`src/hw/ks10MemPkg.sv`:
```
package ks10MemPkg;

   ////////////////////
   // Bus words and addresses
   ////////////////////

   // KS10 data word, bit 0 is the MSB
   typedef logic [0:35] word_t;

   // Physical or IO address as carried on the backplane bus
   typedef logic [14:35] addr_t;

   // Installed memory size
   localparam int MEM_WORDS = 1024;

   // Array index width, low bits of the address
   localparam int MEM_ABITS = 10;

   // IO address of the Memory Status Register
   localparam addr_t MSR_ADDR = 22'o100000;

   ////////////////////
   // Bus request and response
   ////////////////////

   // One-cycle strobes, at most one high per cycle
   typedef struct packed {
      logic  memRead;
      logic  memWrite;
      logic  ioRead;
      logic  ioWrite;
      addr_t addr;
      word_t data;
   } busReq_t;

   // Acknowledge pulse with read data in the same cycle
   typedef struct packed {
      logic  ack;
      word_t data;
   } busRsp_t;

   ////////////////////
   // Memory Status Register layouts
   ////////////////////

   // Write layout of the MSR word
   typedef struct packed {
      logic       eh;
      logic       ue;
      logic       re;
      logic       pe;
      logic       ee;
      logic [6:0] spareLh;
      logic       pf;
      logic       zero;
      logic [3:0] spareMid;
      logic [9:0] spareRh;
      logic [6:0] fcb;
      logic       ed;
   } msrWrite_t;

   // Read layout of the MSR word
   typedef struct packed {
      logic        eh;
      logic        ue;
      logic        re;
      logic        pe;
      logic        ee;
      logic [6:0]  ecp;
      logic        pf;
      logic        zero;
      logic [21:0] era;
   } msrRead_t;

   // Same 36 bits, decoded by direction of the access
   typedef union packed {
      msrWrite_t wr;
      msrRead_t  rd;
   } msrWord_t;

   // Stored MSR bits
   typedef struct packed {
      logic pe;
      logic pf;
      logic ee;
   } msrState_t;

endpackage
```
`src/hw/memStatus.sv`:
```
`timescale 1ns/10ps

module memStatus
(
   input  logic                   clk,
   input  logic                   rst,
   input  logic                   we,
   input  ks10MemPkg::msrWord_t   wdata,
   output ks10MemPkg::msrState_t  state
);

   import ks10MemPkg::*;

   // Bits picked out of the write layout
   logic wrPe;
   logic wrPf;
   logic wrEd;

   ////////////////////
   // Write decode
   ////////////////////

   // Parity error bit, plain read/write
   assign wrPe = wdata.wr.pe;

   // Power fail bit, a zero clears it
   assign wrPf = wdata.wr.pf;

   // ECC disable, stored inverted as ECC enable
   assign wrEd = wdata.wr.ed;

   // EH, UE, RE, FCB and spare fields have no storage

   ////////////////////
   // State bits
   ////////////////////

   always_ff @(posedge clk)
   begin
      if (rst)
      begin
         // Power-up, parity clear, power fail flagged, ECC enabled
         state.pe <= 1'b0;
         state.pf <= 1'b1;
         state.ee <= 1'b1;
      end
      else if (we)
      begin
         state.pe <= wrPe;
         // PF can only go low from software
         state.pf <= state.pf & wrPf;
         state.ee <= ~wrEd;
      end
   end

   ////////////////////
   // Checks
   ////////////////////

   // Once cleared, PF stays low until the next reset
   assert property (@(posedge clk) disable iff (rst)
      !state.pf |=> !state.pf);

   // No write strobe, no change in any bit
   assert property (@(posedge clk) disable iff (rst)
      !we |=> $stable(state));

endmodule

```
`config.mk`:
```
export PLATFORM = sky130hd
export DESIGN_NAME = memStatus
export DESIGN_NICKNAME = d
export VERILOG_FILES = /design/src/hw/ks10MemPkg.sv /design/src/hw/memStatus.sv
export SDC_FILE = /design/constraint.sdc
export NUM_CORES = 1
export LEC_CHECK = 0
export CAP_MARGIN = 20
export CORE_AREA = 2 2 39 41
export CTS_CLUSTER_DIAMETER = 30
export DETAILED_ROUTE_END_ITERATION = 7
export DIE_AREA = 0 0 41 43
export DONT_BUFFER_PORTS = 1
export PLACE_DENSITY = 0.3
export SETUP_SLACK_MARGIN = 0.15
export SYNTH_ARGS = -nofsm -noshare
export SYNTH_HDL_FRONTEND = slang
export SYNTH_SLANG_ARGS = --single-unit
export TNS_END_PERCENT = 5
```
`constraint.sdc`:
```
create_clock -name clk -period 1.2 [get_ports clk]
set_clock_uncertainty 0.15 [all_clocks]
set_input_delay 0.12 -clock clk [delete_from_list [all_inputs] [get_ports clk]]
set_output_delay 0.12 -clock clk [all_outputs]
set_load 0.03 [all_outputs]
```
==> results.cfg <==
[run_status]
status = finished, violations left
violations = hold timing

[run]
cap_viol_max_count = 0

[logic_synthesis]
synth_area_um2 = 105
synth_top_family_by_area = simple AND/OR/NAND/NOR gates
synth_nets = 49
yosysUniqueCellTypes = 7
synth_xor_area_share_pct = 0
syn_avg_cell_area_um2 = 10.5
ys_seq_area_share_pct = 57.1
ys_seq_elements = 3
yosys_warnings = 0
synthMuxAreaShare_pct = 9.52
yosys.area_share.simple_pct = 19.0
synth_compound_area_share_pct = 14.3
synth_adder_area_share_pct = 0
synth_cells = 10

[worst_setup_path]
reg2regPathDepth = 2
critical-path-max-stage-delay_ns = 0.37
startpoint = state[0]$_SDFFE_PP1P_
r2r_slack_ns = 0.19
critPathTopFamily = flip-flops
path_class = register to register
slowest_stage = dfxtp_4
cp_num_buf_inv = 0
arrival_ns = 0.98
start_kind = register
crit_required_ns = 1.17
reg2reg_from = state[0]$_SDFFE_PP1P_
cp_max_fo = 2
cp-end-kind = register
rr_endpoint = state[0]$_SDFFE_PP1P_
crit_chain = or2_1 -> a21o_1

[placement]
routabilityCongestion = 0.447
io_buffers = 0
dpl-instance-area_um2 = 134

[clocking]
cts_tree = built
h-tree-depth = 1
clockBufferDepth = 2
clkLatencyLatePin_ns = 0.23
cts_root_buffer = clkbuf_4
cts_buffers = 3
clk_pin_slew_ns = 0.03
cts_hold_buf = 4
clock_sinks = 3

[route]
wirelength_um = 305
ant_nets = 0
drt-pass1-iter-count = 2
vias_per_cell = 2.77
drc_errors = 0
num_vias = 97
wl_per_cell_um = 8.71
drtIter0Drc = 1

[grt]
grt_max_degree = 5
grt_overflow = 0
grt_usage_pct = 4.20
antenna_found_initial = 0
grt_pass1_wl_um = 338
grt_pass1_vias = 112

[sta]
rsz0062_at_grt = false
setup_viol = 0
hold_slack_ns = -0.0788
worstMarginPinSlew_ns = 0.321
final_max_slew_viol_count = 0
fin_crit_ns = 1.01
period_share_pct = 84.3
slew_headroom_pct = 78.6
max_freq_mhz = 989
setup-tns-final_ns = 0
hold_viol = 2

[final_layout]
area_growth_pct = 92.9
nets = 59
final_cell_mix = 4 x dlygate4sd3_1, 3 x clkbuf_4, 2 x a21o_1, 2 x dfxtp_1
final_cell_area_um2 = 203
final_common_cell = dlygate4sd3_1
largest_register_ffs = 3
largest_register = state
top_regs = state (3)
diodes = 0
final_layout_size_suffix_gt1_share_pct = 26.3

[die]
start_util_pct = 7.59
ios = 42
die_x_um = 41
die_area_mm2 = 0.00176
core.rowCount = 14
core_mm2 = 0.00138
die_height_um = 43

[power]
p_per_area_mw_per_mm2 = 1560
p_int_mw = 0.247
power_frac_seq_pct = 37.2
clock_power_share_pct = 54.0
net-switching-power_mw = 0.0697
swShare_pct = 22.0
power.leakage_nw = 0.0798
combPwrFrac_pct = 8.8
ir_drop_uv = 211

[hold_path]
min_from = we
hold_class = input pin to register
worstHoldEndpoint = state[2]$_SDFFE_PP0P_
hold_path_depth = 2
## Yosys cell counts
library cell  instances  area share [%]
a21o_1                2              14
or2_1                 1             6.0
mux2i_1               1             9.5
dfxtp_1               3              57
nand2b_1              1             6.0
nand2_1               1             3.6
nor2_1                1             3.6
## power by group through the flow
stage          clock network, mW  registers (mW)  logic [mW]
3_3_place_gp                   0           0.120      0.0160
2_1_floorplan                  0           0.123     0.00844
5_1_grt                    0.186           0.119      0.0306
6_report                   0.171           0.118      0.0278
4_1_cts                    0.182           0.119      0.0277
3_5_place_dp                   0           0.120      0.0165
## timing repair
action	CTS	global route
buffers inserted	0	0
setup endpoints to repair	0	1
gates resized for setup	0	1
endpoints found under the hold margin	3	2
## how the worst max path moves through the flow
stage	end	slack (ns)	depth (start not counted)
global placement	state[0]$_SDFFE_PP1P_	0.18	2
detailed placement	state[0]$_SDFFE_PP1P_	0.18	2
finish	state[0]$_SDFFE_PP1P_	0.19	2
CTS	state[0]$_SDFFE_PP1P_	0.17	2
floorplan	state[0]$_SDFFE_PP1P_	0.19	2
global route	state[0]$_SDFFE_PP1P_	0.15	2
## cell type report
cell class,count,area (um^2)
Clock buffer,4,26.3
Tap cell,16,20.0
Sequential cell,3,63.8
Timing Repair Buffer,5,47.5
Fill cell,158,1180
Multi-Input combinational cell,7,45.0
## through the flow
stage	worst slack, ns	utilization [%]	std cells	hold WS (ns)	total power [mW]
6_report	0.189	14.6	35	-0.0788	0.317
5_1_grt	0.155	14.6	35	-0.0723	0.336
4_1_cts	0.171	14.5	35	-0.0876	0.328
3_5_place_dp	0.178	9.67	27	0.0469	0.137
3_3_place_gp	0.181	9.67	27	0.0480	0.136
2_1_floorplan	0.193	-	10	0.0424	0.132
## logic make-up after synthesis
kind of cell	Yosys count
AOI/OAI and AO/OA	2
DFF	3
muxes	1
and+or+nand+nor	4
## metal layers
metal | routed length [um] | track usage, %
met1 | 113 | 1.59
met3 | 56 | 7.85
met5 | 0 | 0
met4 | 0 | 4.00
met2 | 135 | 5.00
(Power assumes the default switching activity.)
