[src/hw/ks10MemPkg.sv]
package ks10MemPkg;

   ////////////////////
   // Bus words and addresses
   ////////////////////

   // KS10 data word, bit 0 is the MSB
   typedef logic [0:35] word_t;

   // Physical or IO address as carried on the backplane bus
   typedef logic [14:35] addr_t;

   // Installed memory size
   localparam int MEM_WORDS = 1024;

   // Array index width, low bits of the address
   localparam int MEM_ABITS = 10;

   // IO address of the Memory Status Register
   localparam addr_t MSR_ADDR = 22'o100000;

   ////////////////////
   // Bus request and response
   ////////////////////

   // One-cycle strobes, at most one high per cycle
   typedef struct packed {
      logic  memRead;
      logic  memWrite;
      logic  ioRead;
      logic  ioWrite;
      addr_t addr;
      word_t data;
   } busReq_t;

   // Acknowledge pulse with read data in the same cycle
   typedef struct packed {
      logic  ack;
      word_t data;
   } busRsp_t;

   ////////////////////
   // Memory Status Register layouts
   ////////////////////

   // Write layout of the MSR word
   typedef struct packed {
      logic       eh;
      logic       ue;
      logic       re;
      logic       pe;
      logic       ee;
      logic [6:0] spareLh;
      logic       pf;
      logic       zero;
      logic [3:0] spareMid;
      logic [9:0] spareRh;
      logic [6:0] fcb;
      logic       ed;
   } msrWrite_t;

   // Read layout of the MSR word
   typedef struct packed {
      logic        eh;
      logic        ue;
      logic        re;
      logic        pe;
      logic        ee;
      logic [6:0]  ecp;
      logic        pf;
      logic        zero;
      logic [21:0] era;
   } msrRead_t;

   // Same 36 bits, decoded by direction of the access
   typedef union packed {
      msrWrite_t wr;
      msrRead_t  rd;
   } msrWord_t;

   // Stored MSR bits
   typedef struct packed {
      logic pe;
      logic pf;
      logic ee;
   } msrState_t;

endpackage
[src/hw/memBusIf.sv]
`timescale 1ns/10ps

module memBusIf
(
   input  logic                              clk,
   input  logic                              rst,
   input  ks10MemPkg::busReq_t               busReq,
   output ks10MemPkg::busRsp_t               busRsp,
   output logic                              arrayWe,
   output logic                              arrayRe,
   output logic [ks10MemPkg::MEM_ABITS-1:0]  arrayAddr,
   output ks10MemPkg::word_t                 arrayWdata,
   input  ks10MemPkg::word_t                 arrayRdata,
   output logic                              msrWe,
   output ks10MemPkg::msrWord_t              msrWdata,
   input  ks10MemPkg::msrState_t             msrState
);

   import ks10MemPkg::*;

   // Address decode results
   logic memHit;
   logic msrHit;
   logic msrRe;

   // Response pipeline, one cycle behind the strobe
   logic ackQ;
   logic readQ;
   logic srcMsrQ;

   // MSR word in read layout
   msrWord_t msrRd;

   ////////////////////
   // Decode
   ////////////////////

   // Installed memory sits at the bottom of the address space
   assign memHit = (busReq.addr < MEM_WORDS);

   // Only one IO address belongs to this controller
   assign msrHit = (busReq.addr == MSR_ADDR);

   // Array strobes
   assign arrayWe    = busReq.memWrite & memHit;
   assign arrayRe    = busReq.memRead & memHit;
   assign arrayAddr  = busReq.addr[36-MEM_ABITS:35];
   assign arrayWdata = busReq.data;

   // MSR strobes, bus word goes straight to the register decode
   assign msrWe    = busReq.ioWrite & msrHit;
   assign msrRe    = busReq.ioRead & msrHit;
   assign msrWdata = busReq.data;

   ////////////////////
   // Response
   ////////////////////

   // Remember ownership, direction and source for the next cycle
   always_ff @(posedge clk)
   begin
      if (rst)
      begin
         ackQ    <= 1'b0;
         readQ   <= 1'b0;
         srcMsrQ <= 1'b0;
      end
      else
      begin
         ackQ    <= arrayWe | arrayRe | msrWe | msrRe;
         readQ   <= arrayRe | msrRe;
         srcMsrQ <= msrRe;
      end
   end

   // Build MSR read word
   always_comb
   begin
      msrRd       = '0;
      // Unimplemented fields read as zero
      msrRd.rd.pe = msrState.pe;
      msrRd.rd.ee = msrState.ee;
      msrRd.rd.pf = msrState.pf;
   end

   // Data bus is quiet unless a read is being acknowledged
   always_comb
   begin
      busRsp.ack = ackQ;
      if (!ackQ || !readQ)
         busRsp.data = '0;
      else if (srcMsrQ)
         busRsp.data = msrRd;
      else
         busRsp.data = arrayRdata;
   end

   // Backplane arbiter grants one cycle type at a time
   assert property (@(posedge clk) disable iff (rst)
      $onehot0({busReq.memRead, busReq.memWrite, busReq.ioRead, busReq.ioWrite}));

endmodule

[config.mk]
export PLATFORM = sky130hd
export DESIGN_NAME = memBusIf
export DESIGN_NICKNAME = d
export VERILOG_FILES = /design/src/hw/ks10MemPkg.sv /design/src/hw/memBusIf.sv
export SDC_FILE = /design/constraint.sdc
export NUM_CORES = 1
export LEC_CHECK = 0
export CAP_MARGIN = 15
export CORE_AREA = 2 2 88 90
export CTS_CLUSTER_SIZE = 28
export DETAILED_ROUTE_END_ITERATION = 8
export DIE_AREA = 0 0 90 92
export DONT_BUFFER_PORTS = 1
export SLEW_MARGIN = 20
export SYNTH_ARGS = -nofsm -noshare
export SYNTH_HDL_FRONTEND = slang
export SYNTH_SLANG_ARGS = --single-unit
[constraint.sdc]
create_clock -name clk -period 1.4 [get_ports clk]
set_clock_uncertainty 0.05 [all_clocks]
set_input_delay 0.21 -clock clk [delete_from_list [all_inputs] [get_ports clk]]
set_output_delay 0.21 -clock clk [all_outputs]
set_load 0.05 [all_outputs]
==> flow_summary.json <==
{
  "synth_area_um2": 1120,
  "multiInputGateArea_um2": 514,
  "end_kind": "primary output",
  "period_share_pct": 108,
  "syn-num-nets": 253,
  "cpPeakStageDelay_ps": 320,
  "wl_met3_um": 475,
  "gr-total-overflow": 0,
  "ys_seq_area_share_pct": 5.35,
  "regArea_um2": 61.3,
  "die_h_um": 92,
  "grt_max_degree": 34,
  "wl_met1_um": 916,
  "synthToLayoutAreaGrowth_pct": 27.1,
  "dr.max_layer_used": "met4",
  "hold_viol_final": 0,
  "fin_ws_ps": -110,
  "initial_core_util_pct": 15.1,
  "fin_area_um2": 1430,
  "drt_iter0_drc": 4,
  "cts-root-buf": "clkbuf_8",
  "vias": 704,
  "track_usage_pct": 6.07,
  "core_um2": 7450,
  "violations": "setup timing",
  "worstSetupPathType": "register to primary output",
  "cts_max_level": 1,
  "setup_viol": 33,
  "rsz0062_at_grt": "yes",
  "io_pins": 225,
  "path_delay_family": "simple AND/OR/NAND/NOR gates",
  "start_kind": "register",
  "port_buffers": 0,
  "ys.warnings.count": 0,
  "route.detailed.drc": 0,
  "postSynthAreaPerCell_um2": 7.49,
  "yosysUniqueCellTypes": 20,
  "crit_slowest_cell": "dfxtp_1",
  "post_cts_buffers": 0,
  "place_area_um2": 1360,
  "hold_class": "input pin to register",
  "viasPerCell": 3.37,
  "ys_ff_latch": 3,
  "cap_viol_max_count": 0,
  "clk_pin_slew_ps": 30,
  "wl_um": 2730,
  "hold_buffers": 0,
  "syn_inst": 150,
  "floorplan.rows": 32,
  "cts_buffers": 3,
  "worst_pin_slew_ps": 276,
  "max_freq_mhz": 662,
  "slew_viol_final": 0,
  "nNetsFinal": 211,
  "layout-drive-gt1-share_pct": 81.3,
  "crit_top_cell": "buf_12",
  "place.gp.congestion": 0.626,
  "peakVddDrop_v": 0.000373,
  "wl_per_cell_um": 13.1,
  "cts_tree": "built",
  "min_period_ps": 1510,
  "critPathBufInv": 2,
  "status": "finished, violations left",
  "diodes": 0,
  "clock_sinks": 3,
  "met2_length_um": 1320,
  "p_leak_uw": 0.000509,
  "die-area_um2": 8280,
  "p_per_area_nw_per_um2": 249,
  "slew_headroom_pct": 81.3,
  "ant_nets": 0,
  "dr.pass1.iters": 3,
  "dp_hpwl_um": 2380,
  "fillers": 845,
  "clockBufferDepth": 2,
  "cp_data_arrival_time_ps": 1250,
  "grt_pass1_wl_um": 4100,
  "die_x_um": 90,
  "cp_max_fo": 33,
  "grt_pass1_vias": 795,
  "crit_chain": "nand2_1, nor2_2, buf_12, and2_2, buf_12",
  "p_total_uw": 356,
  "antenna_found_initial": 1,
  "cp.required_ps": 1140
}
[area by class of cell]
type                            instances  area share, %
Tap cell                              102           8.94
Timing Repair Buffer                   39           47.6
Sequential cell                         3           4.29
Clock buffer                            4           3.16
Multi-Input combinational cell         61           36.0
[power by group]
| part | leakage, uW | internal, uW | switching (uW) |
|---|---|---|---|
| clock network | 0.0000228 | 194 | 53.6 |
| logic | 0.000462 | 15.1 | 7.45 |
| registers | 0.0000247 | 86.1 | 0.00229 |
| total | 0.000509 | 295 | 61.0 |
[final timing paths]
check | from | endpoint | depth (start not counted)
worst max-delay path | ackQ | busRsp[2] | 5
worst min-delay path | rst | ackQ | 1
[synth_stat cells]
cell / instances / share of area [%]
a211oi_1: 1 / 0.67
a211oi_2: 1 / 1.1
and2_1: 33 / 18
buf_4: 83 / 55
clkbuf_1: 3 / 1.0
dfxtp_1: 3 / 5.3
mux2i_1: 3 / 2.7
nand2_1: 1 / 0.33
nand2b_1: 1 / 0.56
nand3_1: 3 / 1.3
nor2_1: 6 / 2.0
nor3_1: 3 / 1.3
nor3b_2: 1 / 1.1
nor4_1: 1 / 0.56
nor4_2: 1 / 1.1
nor4_4: 1 / 1.9
nor4b_1: 2 / 1.6
nor4b_4: 1 / 2.1
o2111ai_1: 1 / 0.78
o21bai_1: 1 / 0.67
[metal layers]
metal  GRT usage [%]  vias up
li1                -      307
met1            6.80      293
met2            9.21       99
met3            4.11        5
met4            2.05        0
met5               0        -
[registers in the layout, summed over array words and instances, names as in the netlist]
register,cells
ackQ,1
srcMsrQ,1
readQ,1
[stage by stage]
step	std cells	setup TNS, ps	hold slack [ps]	utilization [%]	worst slack (ps)
3_5_place_dp	205	0	234	18.2	34.3
6_report	209	-3190	15.3	19.2	-110
4_1_cts	209	-3940	10.8	18.9	-139
5_1_grt	209	-5840	11.9	19.2	-199
2_1_floorplan	150	-117	233	-	-117
3_3_place_gp	205	0	235	18.2	54.2
[logic make-up after synthesis]
kind of cell,count (synthesis),share of synthesized area [%]
flip-flops,3,5.35
multiplexers,3,2.67
buffers and inverters,86,56.5
AND/OR/NAND/NOR,54,32.3
AO/OA/AOI/OAI,4,3.23
[cells in the final DEF (no fill, tap or decap), drive strengths merged, types with 2 or more instances in the layout]
cell / n
dfxtp: 3
nor4: 3
and2: 33
buf: 39
nand3: 3
nor2: 6
a211oi: 2
clkbuf: 4
nor3: 3
nor4b: 3
mux2i: 3
[repair_timing]
action | CTS | global route
endpoints found under the setup margin | 33 | 38
resized for setup | 2 | 7
pin swaps | 0 | 1
gates cloned | 0 | 0
Note: power is estimated with default switching activity, not from simulation.
